**config.mk**
```make
export PLATFORM = sky130hd
export DESIGN_NAME = rack_register_core
export DESIGN_NICKNAME = d
export VERILOG_FILES = /design/src/source/surf_pkg.sv /design/src/source/rackbus_pkg.sv /design/src/source/rack_register_core.sv /design/src/source/reg_bank.sv /design/src/source/cmd_holding.sv
export SDC_FILE = /design/constraint.sdc
export NUM_CORES = 1
export LEC_CHECK = 0
export ABC_AREA = 1
export BUFFER_PORTS_ARGS = -buffer_cell sky130_fd_sc_hd__buf_2
export CAP_MARGIN = 20
export CORE_MARGIN = 3
export CORE_UTILIZATION = 40
export DETAILED_ROUTE_END_ITERATION = 10
export GPL_TIMING_DRIVEN = 0
export PLACE_DENSITY_LB_ADDON = 0.12
export SLEW_MARGIN = 10
export SYNTH_ARGS = -nofsm -noshare
export SYNTH_HDL_FRONTEND = slang
export SYNTH_SLANG_ARGS = --single-unit
```
**constraint.sdc**
```tcl
create_clock -name wb_clk_i -period 1.8 [get_ports wb_clk_i]
set_clock_uncertainty 0.05 [all_clocks]
set_input_delay 0.36 -clock wb_clk_i [delete_from_list [all_inputs] [get_ports wb_clk_i]]
set_output_delay 0.36 -clock wb_clk_i [all_outputs]
set_load 0.02 [all_outputs]
```
**src/source/surf_pkg.sv**
```systemverilog
package surf_pkg;

    // number of SURF links served by one rack controller
    localparam int NUM_SURF = 7;

    // command word widths on the two outgoing streams
    localparam int RUNCMD_BITS = 2;
    localparam int TRIG_BITS   = 15;

    typedef logic [NUM_SURF-1:0] surf_mask_t;

    // per-SURF flags reported by the live detector
    typedef struct packed {
        surf_mask_t live;
        surf_mask_t misaligned;
        surf_mask_t boot_seen;
        // the SURF asks for training on its input links
        surf_mask_t trainin_req;
        // the SURF has put its own outputs into training
        surf_mask_t trainout_rdy;
    } surf_status_t;

endpackage

```
**src/source/rackbus_pkg.sv**
```systemverilog
package rackbus_pkg;

    // host bus widths
    localparam int RB_ADDR_BITS   = 10;
    localparam int RB_DATA_BITS   = 32;
    localparam int RB_SEL_BITS    = RB_DATA_BITS / 8;
    // only the low address bits take part in the register decode
    localparam int RB_DECODE_BITS = 6;

    typedef enum logic [RB_DECODE_BITS-1:0] {
        CONTROL   = 6'h00,
        RUNCMD    = 6'h08,
        TRIG      = 6'h0C,
        LIVE      = 6'h10,
        TRAININ   = 6'h14,
        TRAINOUT  = 6'h18,
        TRAINCMPL = 6'h1C,
        COUTCTRL  = 6'h20
    } reg_addr_e;

    typedef struct packed {
        logic                    cyc;
        logic                    stb;
        logic                    we;
        logic [RB_ADDR_BITS-1:0] adr;
        logic [RB_SEL_BITS-1:0]  sel;
        logic [RB_DATA_BITS-1:0] wdat;
    } wb_req_t;

    // bit positions inside the 32-bit register words
    localparam int CTRL_RUNCMD_IDLE_BIT = 2;
    localparam int CTRL_TRIG_IDLE_BIT   = 3;
    localparam int CTRL_EVENT_RESET_BIT = 16;
    localparam int CTRL_DISABLE_LSB     = 24;
    localparam int CTRL_DISABLE_BITS    = 8;
    localparam int STATUS_HIGH_LSB      = 16;
    localparam int LIVEDET_RESET_BIT    = 31;
    localparam int COUT_OFFSET_BITS     = 4;

    localparam logic [COUT_OFFSET_BITS-1:0]  COUT_OFFSET_DEFAULT   = 4'd3;
    localparam logic [CTRL_DISABLE_BITS-1:0] DISABLE_RXCLK_DEFAULT = 8'hFF;

endpackage
```
**src/source/rack_register_core.sv**
```systemverilog
`timescale 1ns/1ps

module rack_register_core
    import rackbus_pkg::*, surf_pkg::*;
(
    input  logic                         wb_clk_i,
    input  logic                         reset_i,
    input  wb_req_t                      bus_i,
    input  surf_status_t                 status_i,
    input  logic                         runcmd_tready_i,
    input  logic                         trig_tready_i,
    output logic                         ack_o,
    output logic [RB_DATA_BITS-1:0]      rdat_o,
    output logic                         runcmd_tvalid_o,
    output logic [RUNCMD_BITS-1:0]       runcmd_tdata_o,
    output logic                         trig_tvalid_o,
    output logic [TRIG_BITS-1:0]         trig_tdata_o,
    output logic                         event_reset_o,
    output logic                         livedet_reset_o,
    output logic [CTRL_DISABLE_BITS-1:0] disable_rxclk_o,
    output logic [COUT_OFFSET_BITS-1:0]  cout_offset_o,
    output surf_mask_t                   train_complete_o,
    output surf_mask_t                   surf_autotrain_en_o
);

    logic                 runcmd_load;
    logic                 trig_load;
    logic [TRIG_BITS-1:0] cmd_data;

    reg_bank u_reg_bank (
        .wb_clk_i            (wb_clk_i),
        .reset_i             (reset_i),
        .bus_i               (bus_i),
        .status_i            (status_i),
        .runcmd_busy_i       (runcmd_tvalid_o),
        .trig_busy_i         (trig_tvalid_o),
        .ack_o               (ack_o),
        .rdat_o              (rdat_o),
        .runcmd_load_o       (runcmd_load),
        .trig_load_o         (trig_load),
        .cmd_data_o          (cmd_data),
        .event_reset_o       (event_reset_o),
        .livedet_reset_o     (livedet_reset_o),
        .disable_rxclk_o     (disable_rxclk_o),
        .cout_offset_o       (cout_offset_o),
        .train_complete_o    (train_complete_o),
        .surf_autotrain_en_o (surf_autotrain_en_o)
    );

    // run commands only use the low bits of the shared command data
    cmd_holding #(
        .WIDTH (RUNCMD_BITS)
    ) u_runcmd_hold (
        .wb_clk_i (wb_clk_i),
        .reset_i  (reset_i),
        .load_i   (runcmd_load),
        .data_i   (cmd_data[RUNCMD_BITS-1:0]),
        .tready_i (runcmd_tready_i),
        .tvalid_o (runcmd_tvalid_o),
        .tdata_o  (runcmd_tdata_o)
    );

    cmd_holding #(
        .WIDTH (TRIG_BITS)
    ) u_trig_hold (
        .wb_clk_i (wb_clk_i),
        .reset_i  (reset_i),
        .load_i   (trig_load),
        .data_i   (cmd_data),
        .tready_i (trig_tready_i),
        .tvalid_o (trig_tvalid_o),
        .tdata_o  (trig_tdata_o)
    );

endmodule

```
**src/source/reg_bank.sv**
```systemverilog
`timescale 1ns/1ps

module reg_bank
    import rackbus_pkg::*, surf_pkg::*;
(
    input  logic                         wb_clk_i,
    input  logic                         reset_i,
    input  wb_req_t                      bus_i,
    input  surf_status_t                 status_i,
    input  logic                         runcmd_busy_i,
    input  logic                         trig_busy_i,
    output logic                         ack_o,
    output logic [RB_DATA_BITS-1:0]      rdat_o,
    output logic                         runcmd_load_o,
    output logic                         trig_load_o,
    output logic [TRIG_BITS-1:0]         cmd_data_o,
    output logic                         event_reset_o,
    output logic                         livedet_reset_o,
    output logic [CTRL_DISABLE_BITS-1:0] disable_rxclk_o,
    output logic [COUT_OFFSET_BITS-1:0]  cout_offset_o,
    output surf_mask_t                   train_complete_o,
    output surf_mask_t                   surf_autotrain_en_o
);

    logic                         ack_q;
    logic [RB_DECODE_BITS-1:0]    word_adr;
    logic                         wr_en;
    logic                         event_reset_q;
    logic                         livedet_reset_q;
    logic [CTRL_DISABLE_BITS-1:0] disable_rxclk_q;
    logic [COUT_OFFSET_BITS-1:0]  cout_offset_q;
    surf_mask_t                   autotrain_q;
    surf_mask_t                   train_complete_q;
    surf_mask_t                   trainin_prev_q;
    surf_mask_t                   autotrain_pulse_q;

    assign word_adr = bus_i.adr[RB_DECODE_BITS-1:0];

    // ack follows one cycle behind cyc and stb and drops as soon as the master
    // ends the cycle
    always_ff @(posedge wb_clk_i) begin
        if (reset_i) begin
            ack_q <= 1'b0;
        end else begin
            ack_q <= bus_i.cyc && bus_i.stb;
        end
    end

    assign ack_o = ack_q && bus_i.cyc;

    // a write commits on the acknowledged edge
    assign wr_en = bus_i.cyc && bus_i.stb && bus_i.we && ack_o;

    // runcmd needs lane 0, the trigger needs both low lanes
    assign runcmd_load_o = wr_en && (word_adr == RUNCMD) && bus_i.sel[0];
    assign trig_load_o   = wr_en && (word_adr == TRIG) && bus_i.sel[0] && bus_i.sel[1];
    assign cmd_data_o    = bus_i.wdat[TRIG_BITS-1:0];

    always_ff @(posedge wb_clk_i) begin
        if (reset_i) begin
            event_reset_q    <= 1'b0;
            livedet_reset_q  <= 1'b0;
            disable_rxclk_q  <= DISABLE_RXCLK_DEFAULT;
            cout_offset_q    <= COUT_OFFSET_DEFAULT;
            autotrain_q      <= '0;
            train_complete_q <= '0;
        end else if (wr_en) begin
            case (word_adr)
                CONTROL: begin
                    if (bus_i.sel[CTRL_EVENT_RESET_BIT/8]) begin
                        event_reset_q <= bus_i.wdat[CTRL_EVENT_RESET_BIT];
                    end
                    if (bus_i.sel[CTRL_DISABLE_LSB/8]) begin
                        disable_rxclk_q <= bus_i.wdat[CTRL_DISABLE_LSB +: CTRL_DISABLE_BITS];
                    end
                end
                LIVE: begin
                    if (bus_i.sel[LIVEDET_RESET_BIT/8]) begin
                        livedet_reset_q <= bus_i.wdat[LIVEDET_RESET_BIT];
                    end
                end
                TRAININ: begin
                    // autotrain enables share the word with the request flags
                    if (bus_i.sel[STATUS_HIGH_LSB/8]) begin
                        autotrain_q <= bus_i.wdat[STATUS_HIGH_LSB +: NUM_SURF];
                    end
                end
                TRAINCMPL: begin
                    if (bus_i.sel[0]) begin
                        train_complete_q <= bus_i.wdat[NUM_SURF-1:0];
                    end
                end
                COUTCTRL: begin
                    if (bus_i.sel[0]) begin
                        cout_offset_q <= bus_i.wdat[COUT_OFFSET_BITS-1:0];
                    end
                end
                default: begin
                end
            endcase
        end
    end

    // an armed SURF gets a single pulse when its training request rises
    always_ff @(posedge wb_clk_i) begin
        if (reset_i) begin
            trainin_prev_q    <= '0;
            autotrain_pulse_q <= '0;
        end else begin
            trainin_prev_q    <= status_i.trainin_req;
            autotrain_pulse_q <= status_i.trainin_req & ~trainin_prev_q & autotrain_q;
        end
    end

    // readback words are built from the registers and the live detector flags
    always_comb begin
        rdat_o = '0;
        case (word_adr)
            CONTROL: begin
                rdat_o[CTRL_DISABLE_LSB +: CTRL_DISABLE_BITS] = disable_rxclk_q;
                rdat_o[CTRL_EVENT_RESET_BIT] = event_reset_q;
                // idle bits read high when nothing waits on the stream
                rdat_o[CTRL_TRIG_IDLE_BIT]   = !trig_busy_i;
                rdat_o[CTRL_RUNCMD_IDLE_BIT] = !runcmd_busy_i;
            end
            LIVE: begin
                rdat_o[LIVEDET_RESET_BIT] = livedet_reset_q;
                rdat_o[STATUS_HIGH_LSB +: NUM_SURF] = status_i.misaligned;
                rdat_o[NUM_SURF-1:0] = status_i.live;
            end
            TRAININ: begin
                rdat_o[STATUS_HIGH_LSB +: NUM_SURF] = autotrain_q;
                rdat_o[NUM_SURF-1:0] = status_i.trainin_req;
            end
            TRAINOUT: begin
                rdat_o[NUM_SURF-1:0] = status_i.trainout_rdy;
            end
            TRAINCMPL: begin
                rdat_o[STATUS_HIGH_LSB +: NUM_SURF] = status_i.boot_seen;
                rdat_o[NUM_SURF-1:0] = train_complete_q;
            end
            COUTCTRL: begin
                rdat_o[COUT_OFFSET_BITS-1:0] = cout_offset_q;
            end
            default: begin
                rdat_o = '0;
            end
        endcase
    end

    assign event_reset_o       = event_reset_q;
    assign livedet_reset_o     = livedet_reset_q;
    assign disable_rxclk_o     = disable_rxclk_q;
    assign cout_offset_o       = cout_offset_q;
    assign train_complete_o    = train_complete_q;
    assign surf_autotrain_en_o = autotrain_pulse_q;

    // an ack is only given while the master still holds both cyc and stb
    ack_needs_cycle: assert property (
        @(posedge wb_clk_i) disable iff (reset_i)
        ack_o |-> bus_i.cyc && bus_i.stb
    );

    // an autotrain pulse never stays high on two consecutive cycles
    autotrain_single_cycle: assert property (
        @(posedge wb_clk_i) disable iff (reset_i)
        (surf_autotrain_en_o & $past(surf_autotrain_en_o)) == '0
    );

endmodule

```
**src/source/cmd_holding.sv**
```systemverilog
`timescale 1ns/1ps

module cmd_holding
    import rackbus_pkg::*, surf_pkg::*;
#(
    parameter int WIDTH = TRIG_BITS
) (
    input  logic             wb_clk_i,
    input  logic             reset_i,
    input  logic             load_i,
    input  logic [WIDTH-1:0] data_i,
    input  logic             tready_i,
    output logic             tvalid_o,
    output logic [WIDTH-1:0] tdata_o
);

    logic             tvalid_q;
    logic [WIDTH-1:0] tdata_q;

    // the command is loaded straight from one bus data word
    if (WIDTH > RB_DATA_BITS) begin : g_width_check
        $error("cmd_holding WIDTH exceeds the bus data width");
    end

    // a new load wins over a transfer in the same cycle
    always_ff @(posedge wb_clk_i) begin
        if (reset_i) begin
            tvalid_q <= 1'b0;
        end else if (load_i) begin
            tvalid_q <= 1'b1;
        end else if (tready_i) begin
            tvalid_q <= 1'b0;
        end
    end

    // a pending command is simply overwritten by a newer one
    always_ff @(posedge wb_clk_i) begin
        if (load_i) begin
            tdata_q <= data_i;
        end
    end

    assign tvalid_o = tvalid_q;
    assign tdata_o  = tdata_q;

    // back-pressure keeps the command parked unchanged
    hold_under_backpressure: assert property (
        @(posedge wb_clk_i) disable iff (reset_i)
        tvalid_o && !tready_i && !load_i |=> tvalid_o && $stable(tdata_o)
    );

endmodule

```
==> impl_results.md <==
- Crit path DAT: approximately 1.5 ns
- RSZ-0062 raised after global routing: yes
- DR vias/cell: 4.67
- Number of global-route vias before repair: 3,071
- Drt pass-1 iters: 4
- Gr usage total: 0.225
- Total vias in the final route: 3,209
- Net Sw Power: a little under 700 µW
- CP max FO: 6
- Hold Path Stages: 1
- Post-route cell area: between 4000 and 5000 µm²
- Final Core Density: 0.637
- Setup crit start kind: input pin
- TNS Setup: -0.365 ns
- CP max stage delay: 0.21 ns
- Post-route DRC: 0
- Netlist cell types: 23
- WL final: 9.46 mm
- TritonCTS clock tree: yes
- Clock Latency Late Sink: 0.33 ns
- Post-synthesis sequential area ratio: 0.487
- RR Startpoint: u_reg_bank.ack_q$_SDFF_PP0_
- Boundary Pins: 168
- Total die area: around 8300 µm²
- Placed cells: 647
- Post-DP Area: 3800 µm²
- CTS root buffer: clkbuf_8
- Fmax: 0.533 GHz
- Crit path time final: 1.88 ns
- Total of max-cap violations: 0
- Die Span Y: 91.1 µm
- CP Cell Sequence: buf_2 -> inv_2 -> nand2_4 -> nor2_4 -> buf_12 -> buf_6 -> nand3_1 -> nand2_1 -> nor2_1 -> nand2_1 -> buf_4
- Antenna Nets Post-Route: 0
- Internal: 2.15 mW
- R2R setup slack: 0.08 ns
- Hold crit path type: input pin to flip-flop
- PortBufs: 150
- Failing checks: setup timing
- Post-route insts no fill: 687
- Part of the power in combinational logic: 0.110
- Final Hold Viols: 0
- Horiz. Die Dim: 91.1 µm
- # H-tree levels: 3
- Num CTS Buffers: 9
- First-pass GRT wire length: 14.8 mm
- Mapped Avg Cell Area: 7.40 µm²
- WL/cell: roughly 14 µm
- Outcome: complete, but fails checks
- Max IR drop VDD: 0.325 mV
- Worst-Margin Slew: 0.588 ns
- Register-to-Register Path Depth: 6
- Gate Count Post-Synth: 392
- Post-Synthesis Cell Area: between 2000 and 3000 µm²
- Critical path's slowest cell: nor2_4
- P per Cell Area: 647 nW/µm²
- CP dominant cell by count: nand2_1
- Hold EP: u_trig_hold.tdata_o[13]$_DFFE_PP_
- Flops & latches, synth: 62
- Yosys Warn Count: 0
- Antenna cells: 0
- Initial DRC count: 128
- Yosys top cell area share: 0.311
- Core area: 6910 µm²
- Switching share of total power: 0.244
- Nets@finish: 674
- CTS max path bufs: 2
- Final period util: 1.04
- DP HPWL: 6.69 mm
- WHS: 0.141 ns
- Final WS setup: -0.0774 ns
- Setup crit end kind: primary output
- Gr ovfl total: 0
- CP top delay family: buffers and inverters
- CP bufs+invs: 5
- # setup viols final: 13
- Synth area leader: dfxtp_1
- Sequential share of power: 0.507
- Clock sinks: 62
- Clk slew on worst S/H paths: 0.07 ns
- Num rows: 30
- Slew Limit Headroom: 0.608
- Initial antenna violation count: 0
- Pwr Total: about 2.8 mW
- Final Slew Violations: 0
- Pre-CTS setup slack: -0.558 ns
- Placer Congestion: 0.853
- Worst Setup Path Type: input pin to primary output
- Synth top area cells: dfxtp_1 31%, edfxtp_1 18%, nand2_1 12%
- Initial Util: 0.420
- Largest net degree at the start of global routing: 13
- R2r endpoint: u_trig_hold.tdata_o[5]$_DFFE_PP_
- Hold Startpoint: bus_i[13]
- Worst Path Required: 1.39 ns
- Proportion of layout cells with a drive suffix above 1: 0.409
- Clock power share: 0.383
- LEAKAGE: about 2.3 nW
- Area growth, synth to finish: 51.8%
## worst max path at each step
stage,startpoint,slack (ns),to,cells after the start
2_1_floorplan,bus_i[48],0.06,u_trig_hold.tdata_o[0]$_DFFE_PP_,5
3_3_place_gp,bus_i[48],-0.49,u_trig_hold.tdata_o[14]$_DFFE_PP_,6
3_5_place_dp,bus_i[48],-0.56,u_trig_hold.tdata_o[14]$_DFFE_PP_,6
4_1_cts,bus_i[36],-0.04,rdat_o[17],9
5_1_grt,bus_i[37],-0.15,rdat_o[17],9
6_report,bus_i[41],-0.08,rdat_o[1],11
## power groups by stage
| stage | sequential, mW | combinational, mW | clock, mW |
|---|---|---|---|
| 2_1_floorplan | 1.47 | 0.128 | 0 |
| 3_3_place_gp | 1.47 | 0.256 | 0 |
| 3_5_place_dp | 1.47 | 0.259 | 0 |
| 4_1_cts | 1.44 | 0.303 | 1.11 |
| 5_1_grt | 1.44 | 0.343 | 1.16 |
| 6_report | 1.44 | 0.314 | 1.09 |
## metal layers
| layer | vias to the layer above | share of wire | global-route usage |
|---|---|---|---|
| li1 | 1606 | - | - |
| met4 | 0 | 0.012 | 0.0729 |
| met2 | 127 | 0.49 | 0.387 |
| met3 | 9 | 0.078 | 0.0514 |
| met1 | 1467 | 0.42 | 0.279 |
| met5 | - | 0 | 0 |
## synth_stat cells, drive strengths merged
| cell | instances |
|---|---|
| nor3b | 1 |
| nand3 | 49 |
| dfxtp | 45 |
| nand4 | 6 |
| edfxtp | 17 |
| inv | 56 |
| conb | 1 |
| and3 | 1 |
| nand2 | 92 |
| nor3 | 4 |
| nor2 | 81 |
| a21oi | 5 |
| nor4 | 6 |
| clkbuf | 3 |
| o211ai | 6 |
| buf | 19 |
## kinds of logic (layout without fill, tap and decap cells)
| logic type | Yosys count | in the layout | synth area share |
|---|---|---|---|
| buf+inv | 78 | 268 | 0.120 |
| compound gates | 11 | 11 | 0.0242 |
| simple gates | 240 | 240 | 0.368 |
| other cells | 1 | 10 | 0.00129 |
| flops | 62 | 62 | 0.487 |
## repair_timing
item / in CTS / in global routing
buffers inserted: 16 / 4
endpoints found under the setup margin: 30 / 31
gates cloned: 3 / 1
pin swaps: 16 / 13
hold buffers: 0 / 0
resized for setup: 60 / 11
## layout by cell type, fill, tap and decap left out, types with 3 or more instances in the layout
cell type  netlist  final
nand3_1         49     48
clkbuf_8         0     11
dfxtp_1         45     45
conb_1           1     10
nor4_1           6      6
edfxtp_1        17     17
nor2_4           4      9
nand2_2          3     14
a21oi_1          5      5
inv_2            3      5
buf_4           13     38
buf_2            5    133
nor2_1          71     70
nand4_1          6      6
nand2_4          0      3
clkbuf_1         3      6
buf_6            0     19
inv_1           53     50
nand2_1         89     75
o211ai_1         6      6
## sequential cells by signal, indices dropped and copies added (netlist names)
signal and count:
u_reg_bank.ack_q 1, u_reg_bank.autotrain_q 7, u_reg_bank.cout_offset_o 4, u_reg_bank.disable_rxclk_o 8
u_reg_bank.event_reset_o 1, u_reg_bank.livedet_reset_o 1, u_reg_bank.surf_autotrain_en_o 7, u_reg_bank.train_complete_o 7
u_reg_bank.trainin_prev_q 7, u_runcmd_hold.tdata_o 2, u_runcmd_hold.tvalid_o 1, u_trig_hold.tdata_o 15
u_trig_hold.tvalid_o 1
## cell type report
type	instances	area, µm²
inverters	56	214
clock inverters	2	10.0
well taps	96	120
flip-flops and latches	62	1410
plain buffers	22	170
multi-input cells	261	1260
fillers	692	2510
clock buffers	14	163
repair buffers	174	1050
Note: power is estimated with default switching activity, not from simulation.
